`config.mk`:
```
export PLATFORM = sky130hd
export DESIGN_NAME = tower_pixel_gen
export DESIGN_NICKNAME = d
export VERILOG_FILES = /design/src/logic/tower_pkg.sv /design/src/logic/backdrop_classifier.sv /design/src/logic/shaft_painter.sv /design/src/logic/pixel_compositor.sv /design/src/logic/tower_pixel_gen.sv
export VERILOG_INCLUDE_DIRS = /design/src /design/src/include
export SDC_FILE = /design/constraint.sdc
export NUM_CORES = 1
export LEC_CHECK = 0
export ABC_AREA = 1
export BUFFER_PORTS_ARGS = -buffer_cell sky130_fd_sc_hd__buf_2
export CAP_MARGIN = 15
export CORE_MARGIN = 2
export CORE_UTILIZATION = 51
export DETAILED_ROUTE_END_ITERATION = 6
export PLACE_DENSITY_LB_ADDON = 0.3
export SLEW_MARGIN = 20
export SYNTH_ARGS = -nofsm -noshare
export SYNTH_HDL_FRONTEND = slang
export SYNTH_HIERARCHICAL = 1
export SYNTH_SLANG_ARGS = --single-unit
```
`constraint.sdc`:
```
create_clock -name clk -period 5.9 [get_ports clk]
set_input_delay 0.295 -clock clk [delete_from_list [all_inputs] [get_ports clk]]
set_output_delay 0.295 -clock clk [all_outputs]
set_load 0.1 [all_outputs]
```
`src/include/tower_settings.svh`:
```
`ifndef TOWER_SETTINGS_SVH
`define TOWER_SETTINGS_SVH

// Word widths
`define TOWER_COORD_W 10
`define TOWER_COLOR_W 4

// Screen and margins
`define TOWER_H_ACTIVE 640
`define TOWER_V_ACTIVE 480
`define TOWER_SIDE_BUF 20
`define TOWER_TOP_BUF  15

// Floors and cab
`define TOWER_FLOOR_H      75
`define TOWER_HALF_FLOOR_H 37
`define TOWER_CAB_H        70
`define TOWER_TOP_LEVEL    10

// Column edges, each the first x of its span
`define TOWER_LEFT_SHAFT_X0    210
`define TOWER_MID_OUTLINE_X0   295
`define TOWER_RIGHT_SHAFT_X0   305
`define TOWER_RIGHT_OUTLINE_X0 395
`define TOWER_RIGHT_BLDG_X0    405

// Stop marker, inclusive bounds
`define TOWER_STOP_X0 300
`define TOWER_STOP_X1 339
`define TOWER_STOP_Y0 200
`define TOWER_STOP_Y1 259

// Colours as {r, g, b}
`define TOWER_SKY_RGB         12'h28F
`define TOWER_DARK_FLOOR_RGB  12'h9AA
`define TOWER_LIGHT_FLOOR_RGB 12'hBBB
`define TOWER_SHAFT_RGB       12'h841
`define TOWER_CAB_RGB         12'h444
`define TOWER_RED_RGB         12'hF00
`define TOWER_GRASS_RGB       12'h0F0
`define TOWER_BLACK_RGB       12'h000

`endif

```
`src/logic/tower_pkg.sv`:
```
`default_nettype none

`include "tower_settings.svh"

package tower_pkg;

    typedef logic [`TOWER_COORD_W-1:0] coord_t;
    typedef logic [`TOWER_COLOR_W-1:0] color_t;

    typedef struct packed {
        coord_t x;
        coord_t y;
    } pixel_pos_t;

    typedef struct packed {
        color_t r;
        color_t g;
        color_t b;
    } rgb_t;

    typedef enum logic [2:0] {
        BLANK,
        SKY,
        FLOOR_DARK,
        FLOOR_LIGHT,
        OUTLINE,
        LEFT_SHAFT,
        RIGHT_SHAFT,
        GRASS
    } region_e;

    // Codes 2 and 3 both mean stop
    typedef enum logic [1:0] {
        SIM_IDLE = 2'd0,
        SIM_RUN  = 2'd1,
        SIM_STOP = 2'd2
    } sim_state_e;

    typedef struct packed {
        logic [3:0] left_level;
        logic [3:0] right_level;
    } dest_levels_t;

    localparam rgb_t SKY_RGB         = `TOWER_SKY_RGB;
    localparam rgb_t DARK_FLOOR_RGB  = `TOWER_DARK_FLOOR_RGB;
    localparam rgb_t LIGHT_FLOOR_RGB = `TOWER_LIGHT_FLOOR_RGB;
    localparam rgb_t SHAFT_RGB       = `TOWER_SHAFT_RGB;
    localparam rgb_t CAB_RGB         = `TOWER_CAB_RGB;
    localparam rgb_t RED_RGB         = `TOWER_RED_RGB;
    localparam rgb_t GRASS_RGB       = `TOWER_GRASS_RGB;
    localparam rgb_t BLACK_RGB       = `TOWER_BLACK_RGB;

endpackage

`default_nettype wire

```
`src/logic/backdrop_classifier.sv`:
```
`timescale 1ns/1ps
`default_nettype none

`include "tower_settings.svh"

module backdrop_classifier
    import tower_pkg::*;
(
    input  wire logic       clk,
    input  wire logic       rst,
    input  wire logic       enable,
    input  wire pixel_pos_t pos,
    output region_e         region
);

    logic    side_sky;
    logic    in_frame_rows;
    logic    in_left_bldg;
    logic    in_right_bldg;
    logic    in_outline;
    logic    in_left_shaft;
    logic    in_right_shaft;
    coord_t  floor_rel;
    coord_t  floor_band;
    region_e region_d;

    // Right margin stops above the grass strip, left margin runs full height
    assign side_sky = (pos.x < `TOWER_SIDE_BUF) ||
                      (pos.x >= `TOWER_H_ACTIVE - `TOWER_SIDE_BUF &&
                       pos.x < `TOWER_H_ACTIVE &&
                       pos.y < `TOWER_V_ACTIVE - `TOWER_TOP_BUF);

    assign in_frame_rows = pos.y >= `TOWER_TOP_BUF &&
                           pos.y < `TOWER_V_ACTIVE - `TOWER_TOP_BUF;

    assign in_left_bldg  = pos.x >= `TOWER_SIDE_BUF && pos.x < `TOWER_LEFT_SHAFT_X0;
    assign in_right_bldg = pos.x >= `TOWER_RIGHT_BLDG_X0 &&
                           pos.x < `TOWER_H_ACTIVE - `TOWER_SIDE_BUF;

    assign in_outline = in_frame_rows &&
                        ((pos.x >= `TOWER_MID_OUTLINE_X0 && pos.x < `TOWER_RIGHT_SHAFT_X0) ||
                         (pos.x >= `TOWER_RIGHT_OUTLINE_X0 && pos.x < `TOWER_RIGHT_BLDG_X0));

    assign in_left_shaft  = in_frame_rows && pos.x >= `TOWER_LEFT_SHAFT_X0 &&
                            pos.x < `TOWER_MID_OUTLINE_X0;
    assign in_right_shaft = in_frame_rows && pos.x >= `TOWER_RIGHT_SHAFT_X0 &&
                            pos.x < `TOWER_RIGHT_OUTLINE_X0;

    // Only meaningful below the top sky
    assign floor_rel  = pos.y - coord_t'(`TOWER_TOP_BUF);
    assign floor_band = floor_rel / coord_t'(`TOWER_FLOOR_H);

    always_comb begin
        region_d = GRASS;
        if (!enable) begin
            region_d = BLANK;
        end else if (side_sky || pos.y < `TOWER_TOP_BUF) begin
            region_d = SKY;
        end else if (in_left_bldg || in_right_bldg) begin
            // Ground floor band also covers the rows under the frame
            if (floor_band >= coord_t'(5) || floor_band[0]) begin
                region_d = FLOOR_LIGHT;
            end else begin
                region_d = FLOOR_DARK;
            end
        end else if (in_outline) begin
            region_d = OUTLINE;
        end else if (in_left_shaft) begin
            region_d = LEFT_SHAFT;
        end else if (in_right_shaft) begin
            region_d = RIGHT_SHAFT;
        end
    end

    always_ff @(posedge clk) begin
        if (rst) begin
            region <= BLANK;
        end else begin
            region <= region_d;
        end
    end

    region_code_valid: assert property (@(posedge clk) disable iff (rst)
        region inside {BLANK, SKY, FLOOR_DARK, FLOOR_LIGHT, OUTLINE,
                       LEFT_SHAFT, RIGHT_SHAFT, GRASS});

endmodule

`default_nettype wire

```
`src/logic/shaft_painter.sv`:
```
`timescale 1ns/1ps
`default_nettype none

`include "tower_settings.svh"

module shaft_painter
    import tower_pkg::*;
(
    input  wire logic       clk,
    input  wire logic       rst,
    input  wire pixel_pos_t pos,
    input  wire sim_state_e sim_state,
    input  wire logic [3:0] level,
    output rgb_t            shaft_rgb
);

    logic [3:0] level_sat;
    coord_t     half_offset;
    coord_t     cab_top;
    logic       in_idle_cab;
    logic       in_run_cab;
    logic       in_stop_box;
    rgb_t       shaft_rgb_d;

    assign level_sat = (level > 4'(`TOWER_TOP_LEVEL)) ? 4'(`TOWER_TOP_LEVEL) : level;

    // Floor height is odd, so every second level picks up the spare row
    assign half_offset = coord_t'(level_sat) * coord_t'(`TOWER_HALF_FLOOR_H) +
                         coord_t'(level_sat[3:1]);

    // Ground-floor cab top is one floor above the bottom of the frame
    assign cab_top = coord_t'(`TOWER_V_ACTIVE - `TOWER_TOP_BUF - `TOWER_FLOOR_H) -
                     half_offset;

    assign in_run_cab  = pos.y >= cab_top &&
                         pos.y < cab_top + coord_t'(`TOWER_FLOOR_H);
    assign in_idle_cab = pos.y >= `TOWER_V_ACTIVE - `TOWER_TOP_BUF - `TOWER_CAB_H;

    assign in_stop_box = pos.x >= `TOWER_STOP_X0 && pos.x <= `TOWER_STOP_X1 &&
                         pos.y >= `TOWER_STOP_Y0 && pos.y <= `TOWER_STOP_Y1;

    always_comb begin
        case (sim_state)
            SIM_IDLE: begin
                shaft_rgb_d = in_idle_cab ? CAB_RGB : SHAFT_RGB;
            end
            SIM_RUN: begin
                shaft_rgb_d = in_run_cab ? CAB_RGB : SHAFT_RGB;
            end
            default: begin
                shaft_rgb_d = in_stop_box ? RED_RGB : BLACK_RGB;
            end
        endcase
    end

    always_ff @(posedge clk) begin
        if (rst) begin
            shaft_rgb <= BLACK_RGB;
        end else begin
            shaft_rgb <= shaft_rgb_d;
        end
    end

    // A running cab never shows below the last shaft row
    cab_within_shaft: assert property (@(posedge clk) disable iff (rst)
        (shaft_rgb == CAB_RGB && $past(sim_state) == SIM_RUN) |->
            $past(pos.y) < `TOWER_V_ACTIVE - `TOWER_TOP_BUF);

endmodule

`default_nettype wire

```
`src/logic/pixel_compositor.sv`:
```
`timescale 1ns/1ps
`default_nettype none

module pixel_compositor
    import tower_pkg::*;
(
    input  wire logic    clk,
    input  wire logic    rst,
    input  wire region_e region,
    input  wire rgb_t    left_rgb,
    input  wire rgb_t    right_rgb,
    output rgb_t         rgb
);

    rgb_t rgb_d;

    always_comb begin
        case (region)
            BLANK: begin
                rgb_d = BLACK_RGB;
            end
            SKY: begin
                rgb_d = SKY_RGB;
            end
            FLOOR_DARK: begin
                rgb_d = DARK_FLOOR_RGB;
            end
            FLOOR_LIGHT: begin
                rgb_d = LIGHT_FLOOR_RGB;
            end
            OUTLINE: begin
                rgb_d = BLACK_RGB;
            end
            LEFT_SHAFT: begin
                rgb_d = left_rgb;
            end
            RIGHT_SHAFT: begin
                rgb_d = right_rgb;
            end
            GRASS: begin
                rgb_d = GRASS_RGB;
            end
            default: begin
                rgb_d = BLACK_RGB;
            end
        endcase
    end

    always_ff @(posedge clk) begin
        if (rst) begin
            rgb <= BLACK_RGB;
        end else begin
            rgb <= rgb_d;
        end
    end

    // Blanking must reach the output whatever the shafts are drawing
    blank_gives_black: assert property (@(posedge clk) disable iff (rst)
        region == BLANK |=> rgb == BLACK_RGB);

endmodule

`default_nettype wire

```
`src/logic/tower_pixel_gen.sv`:
```
`timescale 1ns/1ps
`default_nettype none

module tower_pixel_gen
    import tower_pkg::*;
(
    input  wire logic         clk,
    input  wire logic         rst,
    input  wire logic         enable,
    input  wire pixel_pos_t   pos,
    input  wire sim_state_e   sim_state,
    input  wire dest_levels_t destination,
    output rgb_t              rgb
);

    // Stage 1 results
    region_e region;
    rgb_t    left_rgb;
    rgb_t    right_rgb;

    backdrop_classifier u_classifier (
        .clk    (clk),
        .rst    (rst),
        .enable (enable),
        .pos    (pos),
        .region (region)
    );

    shaft_painter u_left_shaft (
        .clk       (clk),
        .rst       (rst),
        .pos       (pos),
        .sim_state (sim_state),
        .level     (destination.left_level),
        .shaft_rgb (left_rgb)
    );

    shaft_painter u_right_shaft (
        .clk       (clk),
        .rst       (rst),
        .pos       (pos),
        .sim_state (sim_state),
        .level     (destination.right_level),
        .shaft_rgb (right_rgb)
    );

    // Stage 2
    pixel_compositor u_compositor (
        .clk       (clk),
        .rst       (rst),
        .region    (region),
        .left_rgb  (left_rgb),
        .right_rgb (right_rgb),
        .rgb       (rgb)
    );

endmodule

`default_nettype wire

```
# == Yosys cells after proc, flatten, opt, wreduce, memory -nomap -nowiden ==
# Index checks and enable logic that the tools add are counted.
# totals
reg_bits,39
word_cells,102
# op_classes
bitwise_logic,1
div,1
n_mul,2
muxes,15
n_addsub,7
n_reduce_logical,27
order_cmp,30
n_eq_ne,8
# ops
operator,count
$pmux 12 s7,1
$ge 10x9->1 const B,6
$lt 10x9->1 const B,5
$mux 12,4
$pmux 12 s2,2
$add 10x3->10,2
$add 10x7->10 const B,2
$ge 10x10->1,2
$ge 10x8->1 const B,2
$le 10x9->1 const B,2
$lt 10x10->1,2
$lt 10x10->1 const B,2
$mul 4x6->10 const B,2
$sub 9x10->10 const A,2
$logic_and 1x1->1,17
$eq 3x3->1 const B,4
$div 10x7->10 const B,1
$ge 10x10->1 const B,1
$ge 10x3->1 const B,1
$ge 10x4->1 const B,1
$ge 10x5->1 const B,1
$lt 10x4->1 const B,1
$lt 10x5->1 const B,1
$lt 10x8->1 const B,1
14 further kinds,26

# == Depth between registers and ports, before layout ==
# Gate-level depths: netlist of the first run.
# depth
depth_word,10
depth_mapped,34
mapped_depth_nobuf,34

# == Modules after synthesis ==
# Netlist of the first run, hierarchy kept.
# by_module_without_submodules
mod,area_each_um2,instances,cells_each,seq_area_each_um2
shaft_painter,1503.9,2,234,120.1
backdrop_classifier,1482.7,1,244,60.1
pixel_compositor,625.6,1,91,240.2

# == Least setup slack after synthesis of the first run ==
# OpenSTA, ideal clock, no wires.
# synth_path
kind,in2reg
startpoint,input destination[6] in the netlist's numbering
endpoint,register u_left_shaft/shaft_rgb[11] in the netlist's numbering
setup_ns,0.114
arrival_ns,3.644
path_slack_ns,2.143
cell_stages,26
cell_sequence,inv_1 -> nand2_1 -> nand2_1 -> nand2_1 -> inv_1 -> ha_1 -> fa_1 -> inv_1 -> fa_1 -> or2_1 -> nand2_1 -> a21oi_2 -> xor2_2 -> nand2_2 -> a32oi_1 -> ha_1 -> nand4_1 -> inv_1 -> nand2_1 -> o211ai_1 -> nor2_1 -> nand2_1 -> nand2_1 -> nand2_1 -> nand2_1 -> nand2_1
# synth_between
elab_chain_len,10
elab_cells_between_ends,11
cone_classes,3 x add/sub; 1 x mul; 3 x order compare; 3 x mux; 1 x reduce/logical
# synth_rtl
item,line_no,source
start: declaration,tower_pixel_gen.sv:12,"input wire dest_levels_t destination,"
$gt 4x4->1,shaft_painter.sv:25,assign level_sat = (level > 4'(`TOWER_TOP_LEVEL)) ? 4'(`TOWER_TOP_LEVEL) : level;
$mux 4 *,shaft_painter.sv:25,
$mul 4x6->10,shaft_painter.sv:28,assign half_offset = coord_t'(level_sat) * coord_t'(`TOWER_HALF_FLOOR_H) +
$add 10x3->10 *,shaft_painter.sv:28,
$sub 9x10->10 *,shaft_painter.sv:32,assign cab_top = coord_t'(`TOWER_V_ACTIVE - `TOWER_TOP_BUF - `TOWER_FLOOR_H) -
$add 10x7->10,shaft_painter.sv:36,pos.y < cab_top + coord_t'(`TOWER_FLOOR_H);
$lt 10x10->1,shaft_painter.sv:36,
$logic_and 1x1->1 *,shaft_painter.sv:35,assign in_run_cab = pos.y >= cab_top &&
$mux 12 *,shaft_painter.sv:48,shaft_rgb_d = in_run_cab ? CAB_RGB : SHAFT_RGB;
$pmux 12 s2 *,shaft_painter.sv:43,case (sim_state)
end signal: assignment,shaft_painter.sv:60,shaft_rgb <= shaft_rgb_d;
end: declaration,shaft_painter.sv:14,output rgb_t shaft_rgb
# Every way passes the cells marked *; elsewhere a longest branch is shown, timed or not.
# A chain may end at the register's enable or synchronous reset.

# == Worst setup path after layout of the first run ==
# layout_path
startpoint,input destination[1] in the netlist's numbering
endpoint,register u_right_shaft/shaft_rgb[11] in the netlist's numbering
# layout_between
elab_chain_len,10
elab_cells_between_ends,11
cone_classes,3 x add/sub; 1 x mul; 3 x order compare; 3 x mux; 1 x reduce/logical
# layout_rtl
item,line_no
$gt 4x4->1,shaft_painter.sv:25
$mux 4 *,shaft_painter.sv:25
$mul 4x6->10,shaft_painter.sv:28
$add 10x3->10 *,shaft_painter.sv:28
$sub 9x10->10 *,shaft_painter.sv:32
$add 10x7->10,shaft_painter.sv:36
$lt 10x10->1,shaft_painter.sv:36
$logic_and 1x1->1 *,shaft_painter.sv:35
$mux 12 *,shaft_painter.sv:48
$pmux 12 s2 *,shaft_painter.sv:43
end signal: assignment,shaft_painter.sv:60
end: declaration,shaft_painter.sv:14
# Marked as above.

==> results of run 1 <==
## per-stage QoR
stage | cell area, um^2 | worst slack, ps | cells | hold WS (ps)
floorplan | 5150 | 2140 | 811 | 362
global placement | 5400 | 1820 | 968 | 440
detailed placement | 5400 | 1740 | 968 | 437
CTS | 5440 | 2020 | 972 | 284
global route | 5440 | 1630 | 972 | 294
finish | 5440 | 1980 | 972 | 288
## sequential cells by signal, summed over array words and instances, names as in the netlist
| register | flops |
|---|---|
| u_compositor/rgb | 12 |
| u_classifier/region | 3 |
| u_right_shaft/shaft_rgb | 6 |
| u_left_shaft/shaft_rgb | 6 |
## routing by layer
metal	track usage, %	vias up
met5	0	-
met4	3.09	0
met3	1.19	10
met2	35.8	74
met1	25.8	2097
li1	-	2600
## cell type report
cell class                 count  area, um^2
inverter                     160         611
tap                          133         166
multi-input combinational    604        3860
timing repair buffer          44         220
fill                        1024        4330
clock buffer                   4        45.0
sequential                    27         541
## synthesized netlist by cell type, types with 2 or more instances
cell / number / share of area (%)
sky130_fd_sc_hd__a21oi_1: 28 / 2.7
sky130_fd_sc_hd__a21oi_2: 5 / 0.86
sky130_fd_sc_hd__a32oi_1: 2 / 0.34
sky130_fd_sc_hd__buf_4: 14 / 2.1
sky130_fd_sc_hd__clkbuf_1: 4 / 0.29
sky130_fd_sc_hd__clkinv_1: 2 / 0.15
sky130_fd_sc_hd__conb_1: 2 / 0.15
sky130_fd_sc_hd__dfxtp_1: 27 / 11
sky130_fd_sc_hd__fa_1: 6 / 2.3
sky130_fd_sc_hd__ha_1: 72 / 18
sky130_fd_sc_hd__inv_1: 143 / 10
sky130_fd_sc_hd__inv_2: 13 / 0.95
sky130_fd_sc_hd__nand2_1: 195 / 14
sky130_fd_sc_hd__nand2_2: 22 / 2.7
sky130_fd_sc_hd__nand2_4: 17 / 3.7
sky130_fd_sc_hd__nand2_8: 2 / 0.78
sky130_fd_sc_hd__nand3_1: 55 / 5.4
sky130_fd_sc_hd__nand3_2: 6 / 1.2
sky130_fd_sc_hd__nand3_4: 2 / 0.68
sky130_fd_sc_hd__nand3b_1: 4 / 0.59
sky130_fd_sc_hd__nand4_1: 22 / 2.7
sky130_fd_sc_hd__nor2_1: 70 / 5.1
sky130_fd_sc_hd__nor2_4: 5 / 1.1
sky130_fd_sc_hd__nor3_1: 4 / 0.39
sky130_fd_sc_hd__nor4_1: 4 / 0.49
sky130_fd_sc_hd__o2111ai_1: 2 / 0.34
sky130_fd_sc_hd__o211ai_1: 3 / 0.44
sky130_fd_sc_hd__o21ai_0: 17 / 1.7
sky130_fd_sc_hd__o21ai_1: 2 / 0.20
sky130_fd_sc_hd__o21ai_2: 2 / 0.34
sky130_fd_sc_hd__o31ai_1: 5 / 0.73
sky130_fd_sc_hd__or2_1: 2 / 0.24
sky130_fd_sc_hd__or2_2: 2 / 0.24
sky130_fd_sc_hd__or4_1: 2 / 0.29
sky130_fd_sc_hd__xnor2_1: 4 / 0.68
sky130_fd_sc_hd__xor2_1: 17 / 2.9
sky130_fd_sc_hd__xor2_2: 4 / 1.3
## path summary, 6_finish.rpt
path,from,end,slack (ps)
worst max register to register,u_classifier/region[2]$_SDFF_PP0_,u_compositor/rgb[8]$_SDFF_PP0_,4510
worst max-delay path,destination[1],u_right_shaft/shaft_rgb[11]$_SDFF_PP0_,1980
worst min register to register,u_right_shaft/shaft_rgb[2]$_SDFF_PP0_,u_compositor/rgb[2]$_SDFF_PP0_,450
worst min-delay path,enable,u_classifier/region[0]$_SDFF_PP0_,290
## where the power goes
group	internal (mW)	switching, mW	total [mW]
clock network	0.0482	0.0511	0.0993
logic	0.359	0.600	0.959
registers	0.194	0.00828	0.202
## cells by family after synthesis
group | Yosys count | synth area share, %
flip-flops | 27 | 10.6
XOR/XNOR | 26 | 5.40
buffers and inverters | 180 | 14.6
adder cells (fa/ha/maj) | 78 | 20.0
other | 2 | 0.147
AO/OA/AOI/OAI | 73 | 8.68
AND/OR/NAND/NOR | 417 | 40.6
## cell usage in the layout, fill, tap and decap left out, drive strengths merged, types with 2 or more instances in the layout
master and n:
nand2 236, nor3 5, xnor2 4, nor4 4, o31ai 5, conb 10
fa 6, ha 72, nor2 77, nand4 22, xor2 22, nand3 63
dfxtp 27, o211ai 3, clkinv 3, clkbuf 4, or2 4, inv 157
nand3b 4, o21ai 21, buf 44, a32oi 2, or4 2, o2111ai 2
a21oi 33
## critical path, cell delays in order
cell and delay [ps]:
sky130_fd_sc_hd__buf_2 90, sky130_fd_sc_hd__nand2_1 50, sky130_fd_sc_hd__nand2_1 50, sky130_fd_sc_hd__nand2_1 60, sky130_fd_sc_hd__nand2_1 130, sky130_fd_sc_hd__inv_1 80, sky130_fd_sc_hd__ha_1 320, sky130_fd_sc_hd__fa_1 540
sky130_fd_sc_hd__inv_1 70, sky130_fd_sc_hd__fa_1 420, sky130_fd_sc_hd__or2_1 260, sky130_fd_sc_hd__nand2_1 80, sky130_fd_sc_hd__a21oi_2 60, sky130_fd_sc_hd__xor2_2 230, sky130_fd_sc_hd__nand2_1 100, sky130_fd_sc_hd__nand2_1 90
sky130_fd_sc_hd__xor2_1 170, sky130_fd_sc_hd__ha_1 260, sky130_fd_sc_hd__nand4_1 120, sky130_fd_sc_hd__inv_1 50, sky130_fd_sc_hd__nand2_1 60, sky130_fd_sc_hd__o211ai_1 70, sky130_fd_sc_hd__nor2_1 140, sky130_fd_sc_hd__nand2_1 70
sky130_fd_sc_hd__nand2_1 60, sky130_fd_sc_hd__nand2_1 50, sky130_fd_sc_hd__nand2_1 70, sky130_fd_sc_hd__nand2_1 50
==> results.rst, run 1 <==
.. list-table::
   :header-rows: 1

   * - Metric
     - Value
   * - Headroom to the max-slew limit
     - 58.6%
   * - Total negative slack
     - 0 ps
   * - Final setup violation count
     - 0
   * - Congestion Overflow GR
     - 0
   * - HPWL Detailed
     - around 8.7 mm
   * - Routed Antenna Nets
     - 0
   * - Number of global-route vias before repair
     - ~4.3k
   * - Post-route DRC
     - 0
   * - Kind of critical path
     - input port to register
   * - Synth unique cells
     - 52
   * - Number of buffers inserted during clock tree synthesis
     - 3
   * - # Post-CTS Setup Buffers
     - 0
   * - Clock Sinks
     - 27
   * - Clock transition at path regs
     - roughly 80 ps
   * - Total routed wirelength
     - ~11 mm
   * - Netlist area before placement
     - a little over 0.005 mm^2
   * - Starting utilization of the core area
     - a little over half
   * - Minimum period implied by the final worst setup slack
     - about 3900 ps
   * - PortBufs
     - 44
   * - Detailed-route wire length per cell
     - 10.8 um
   * - Die width
     - 104 um
   * - Setup repair after global routing missed its margin
     - false
   * - Die height
     - about 100 um
   * - Worst hold path type
     - input port to register
   * - Area of the core region
     - 0.00977 mm^2
   * - Antenna Diode Count
     - 0
   * - Data required, critical path
     - about 6000 ps
   * - Max H-tree Level
     - 1
   * - Power per unit of standard cell area
     - 232 mW/mm^2
   * - Source-to-sink clock delay at the later pin of the worst-skew pair
     - 260 ps
   * - Count of cells along the worst register-to-register path
     - 6
   * - Total iterations of the first detailed-routing run
     - 5
   * - Fin. max-slew vios
     - 0
   * - Actual transition at the worst max-transition pin
     - 605 ps
   * - Routed length on met2
     - between 5 and 6 mm
   * - Ys async rst share
     - 0%
   * - Initial DRC Count
     - approximately 200
   * - VDD IR max
     - ~0.17 mV
   * - Highest net fanout along the worst path
     - 4
   * - Type of origin of the critical path
     - input port
   * - Clock root buffer
     - sky130_fd_sc_hd__clkbuf_8
   * - Element type at the critical path end
     - register
   * - Seq cells post-synth
     - 27
   * - TritonCTS clock tree
     - yes
   * - Wire length on met3
     - 229 um
   * - Post-cts resize count
     - 0
   * - Highest routed metal layer
     - met4
   * - Count of hold buffers inserted by post-cts repair
     - 0
   * - Wire length of the first global-routing pass
     - around 19 mm
   * - Number of antenna violations at the first check in global routing
     - 0
   * - Via density per instance
     - slightly below 5
   * - Run status
     - finished, final reports clean
   * - Number of warnings issued by yosys
     - 6
   * - Sequential share of the synthesized area
     - about a tenth
   * - Clock Tree Buf Depth
     - 2
   * - Fmax
     - between 0.2 and 0.3 GHz
   * - Area enclosed by the die boundary
     - around 0.011 mm^2
   * - Largest net degree at the start of global routing
     - 19
   * - Vias post-DR
     - between 4k and 5k
   * - Share of the core filled with cells in the final layout
     - between 50% and 60%
   * - DRT met1 WL
     - about 5.2 mm
   * - Leak Pwr
     - 3.10 nW
   * - Placer congestion estimate
     - 0.847
   * - Maximum clock skew at final layout
     - between 1.5 and 2 ps
   * - Core Rows
     - 36
   * - # Max-Cap Violations
     - 0
   * - Total I/O pin count
     - 45
   * - Period Utilization, post-route
     - between 60 and 70%
   * - Number of enable-type register cells in the synthesized netlist
     - 0
   * - Number of cells produced by synthesis
     - about 800
   * - Count of cells along the worst hold path
     - 3
   * - Hold violation count in the final report
     - 0
   * - Total power draw
     - 1.26 mW
   * - Final #Nets
     - 951
   * - Average size of a mapped cell
     - around 6.4 um^2
   * - Relative area change from synthesis to final layout
     - 6.36%
   * - Proportion of layout cells with a drive suffix above 1
     - 15.9%
   * - Arr. time, crit path
     - approximately 4000 ps
   * - Most used DFF post-synth
     - sky130_fd_sc_hd__dfxtp_1
   * - Global-route total usage across every layer
     - 19.6%
Note: power is estimated with default switching activity, not from simulation.
==> inputs of run 2 (changes only) <==
==> constraint.sdc (replaced) <==
create_clock -name clk -period 3.85 [get_ports clk]
set_input_delay 0.1925 -clock clk [delete_from_list [all_inputs] [get_ports clk]]
set_output_delay 0.1925 -clock clk [all_outputs]
set_load 0.1 [all_outputs]
==> run 2 against run 1 <==
  * Die area is the same
  * Routed wire length is 1.7% higher
  * Power rose by 60%
  * Via count rose by 1.9%
  * Final cell count rose by 2.6%
  * Core utilization is 2.5 points higher
  * Sequential power up 53%
  * Flip-flop and latch count is the same
  * Count of clock-buffer cells in the layout down 1
  * Non-clock buffer count is 25 higher
  * Largest cell class unchanged
  * Critical path depth is 1 lower
  * Largest power group unchanged
  * Cell area increased by 4.6%
==> results.rst, run 2 (synthesis results as in run 1) <==
.. list-table::
   :header-rows: 1

   * - Metric
     - Value
   * - Maximum clock skew at final layout
     - ~3.7 ps
   * - Capture instance of the worst register-to-register path
     - u_compositor/rgb[11]$_SDFF_PP0_
   * - Proportion of layout cells with a drive suffix above 1
     - between 10% and 20%
   * - Clock Tree Buf Depth
     - 2
   * - Number of buffers inserted during clock tree synthesis
     - 3
   * - Type of origin of the critical path
     - input port
   * - Post-place instance area
     - about 0.0056 mm^2
   * - Worst hold path type
     - input port to register
   * - Post-route DRC
     - 0
   * - Hold violation count in the final report
     - 0
   * - Total iterations of the first detailed-routing run
     - 4
   * - Leak Pwr
     - 3.23 nW
   * - Commonest cells after routing, fill and taps aside
     - sky130_fd_sc_hd__nand2_1 (195), sky130_fd_sc_hd__inv_1 (142), sky130_fd_sc_hd__ha_1 (70)
   * - Run status
     - finished, final reports clean
   * - Number of antenna violations at the first check in global routing
     - 0
   * - Master of the slowest instance on the critical path
     - sky130_fd_sc_hd__fa_1
   * - Arr. time, crit path
     - about 3800 ps
   * - Top cell by count, worst path
     - sky130_fd_sc_hd__nand2_1
   * - Area enclosed by the die boundary
     - 0.0108 mm^2
   * - TritonCTS clock tree
     - yes
   * - Flip-flop count of the largest register, all copies and words added
     - 12
   * - Final #Nets
     - ~980
   * - Final worst slack
     - about 270 ps
   * - Cell type group with the largest total delay on the critical path
     - adder cells
   * - Relative area change from synthesis to final layout
     - 11.2%
   * - Fmax
     - roughly 0.28 GHz
   * - Total routed wirelength
     - 10.7 mm
   * - Global-route total usage across every layer
     - between 10% and 20%
   * - Number of global-route vias before repair
     - ~4.3k
   * - Largest net degree at the start of global routing
     - 19
   * - Total I/O pin count
     - 45
   * - PortBufs
     - 44
   * - # Max-Cap Violations
     - 0
   * - Highest cell delay on the worst timing path
     - ~520 ps
   * - Footprint of the multi-input gates
     - between 0.003 and 0.004 mm^2
   * - Wire length of the first global-routing pass
     - around 19 mm
   * - Congestion Overflow GR
     - 0
   * - Start point of the critical path
     - destination[6]
   * - Smallest hold slack
     - around 180 ps
   * - Core Rows
     - 36
   * - Clock Sinks
     - 27
   * - Layout fillers
     - 980
   * - Data required, critical path
     - between 4000 and 5000 ps
   * - Register name with the most flops
     - u_compositor/rgb
   * - Period Utilization, post-route
     - between 90% and 100%
   * - Starting utilization of the core area
     - approximately 52%
   * - Initial DRC Count
     - roughly 200
   * - Headroom to the max-slew limit
     - a little under three fifths
   * - Summed area of non-filler cells in the final layout
     - between 0.005 and 0.006 mm^2
   * - Setup repair after global routing missed its margin
     - true
   * - Top flop regs
     - u_compositor/rgb: 12 flops, u_left_shaft/shaft_rgb: 6 flops, u_right_shaft/shaft_rgb: 6 flops
   * - Power per unit of standard cell area
     - 355 mW/mm^2
   * - Actual transition at the worst max-transition pin
     - around 650 ps
   * - Clock transition at path regs
     - 80 ps
   * - Kind of critical path
     - input port to register
   * - Detailed-route wire length per cell
     - 10.7 um
   * - Routed Antenna Nets
     - 0
   * - R2R Path Start
     - u_classifier/region[1]$_SDFF_PP0_
   * - Worst Setup Slack post-DPL
     - -75.1 ps
   * - Minimum period implied by the final worst setup slack
     - between 3000 and 4000 ps
   * - Die width
     - 104 um
   * - Number of cells on the critical path
     - 27
   * - Count of cells along the worst register-to-register path
     - 7
   * - Worst setup path end
     - u_left_shaft/shaft_rgb[11]$_SDFF_PP0_
   * - HPWL Detailed
     - between 8 and 9 mm
   * - Vias post-DR
     - 4873
   * - Die height
     - ~100 um
   * - Placer congestion estimate
     - roughly 0.85
   * - Antenna Diode Count
     - 0
   * - Number of buffer and inverter stages on the critical path
     - 5
   * - Source-to-sink clock delay at the later pin of the worst-skew pair
     - around 270 ps
   * - Sequential Area
     - about 540 um^2
   * - VDD IR max
     - roughly 0.25 mV
   * - Via density per instance
     - about 5
   * - Final setup violation count
     - 0
   * - Most common cell after layout, fill and taps aside
     - sky130_fd_sc_hd__nand2_1
   * - Highest net fanout along the worst path
     - 3
   * - Element type at the critical path end
     - register
   * - Max H-tree Level
     - 1
   * - Clock root buffer
     - sky130_fd_sc_hd__clkbuf_8
   * - Fin. max-slew vios
     - 0
   * - Area of the core region
     - ~0.0098 mm^2
   * - Setup slack of the worst register-to-register path
     - 2480 ps
==> run 2: cell count changes in the layout (fill, tap and decap cells not counted), moves of 2 or more <==
cell and change:
sky130_fd_sc_hd__buf_4 +25, sky130_fd_sc_hd__a32oi_2 +2, sky130_fd_sc_hd__fa_2 +2, sky130_fd_sc_hd__ha_1 -2
sky130_fd_sc_hd__nor2_2 +2, sky130_fd_sc_hd__nor2_1 -2, sky130_fd_sc_hd__ha_4 +2, sky130_fd_sc_hd__a32oi_1 -2
sky130_fd_sc_hd__fa_1 -2
==> run 2: area by class of cell <==
| class | count | area share (%) |
|---|---|---|
| well taps | 133 | 2.93 |
| flip-flops and latches | 27 | 9.50 |
| repair buffers | 69 | 7.21 |
| multi-input cells | 604 | 68.8 |
| inverters | 160 | 10.7 |
| clock inverters | 1 | 0.0880 |
| clock buffers | 3 | 0.726 |
==> run 2: timing repair <==
action,in CTS,in global routing
setup buffers,0,1
endpoints found under the setup margin,0,8
gates resized for setup,0,11
hold buffers,0,0
==> run 2: per-layer routing <==
layer  wire, um  vias to the layer above  track usage [%]
met5          0                        -                0
met4        151                        0             4.15
met3        216                       15             1.13
met2       5110                       74             35.4
met1       5210                     2133             26.1
li1           -                     2651                -
==> run 2: tightest hold or removal path: cells and delay by family <==
kind | cells | cell delay, ps
AO/OA/AOI/OAI | 1 | 30
AND/OR/NAND/NOR | 1 | 70
buffers and inverters | 1 | 110
==> run 2: worst min-delay path by stage <==
stage                                                 endpoint                                   start  slack (ps)  depth (start not counted)
after floorplan           u_left_shaft/shaft_rgb[6]$_SDFF_PP0_                                     rst         260                          1
after global placement         u_compositor/rgb[10]$_SDFF_PP0_  u_right_shaft/shaft_rgb[10]$_SDFF_PP0_         430                          2
after detailed placement       u_compositor/rgb[10]$_SDFF_PP0_  u_right_shaft/shaft_rgb[10]$_SDFF_PP0_         450                          2
after CTS                    u_classifier/region[0]$_SDFF_PP0_                                  enable         180                          3
after global routing         u_classifier/region[0]$_SDFF_PP0_                                  enable         190                          3
final                        u_classifier/region[0]$_SDFF_PP0_                                  enable         180                          3
==> run 2: power breakdown <==
part / switching (mW) / internal, mW
combinational: 0.939 / 0.616
clock: 0.0816 / 0.0724
sequential: 0.0128 / 0.297
total: 1.03 / 0.985
==> run 2: stage by stage <==
step | total power, mW | cells | TNS (ps) | util (%)
detailed placement | 1.84 | 992 | -251 | 57.1
finish | 2.02 | 997 | 0 | 58.2
global route | 2.26 | 997 | -37.1 | 58.2
CTS | 2.00 | 996 | 0 | 57.5
global placement | 1.82 | 992 | -5.26 | 57.1
floorplan | 1.51 | 811 | 0 | -
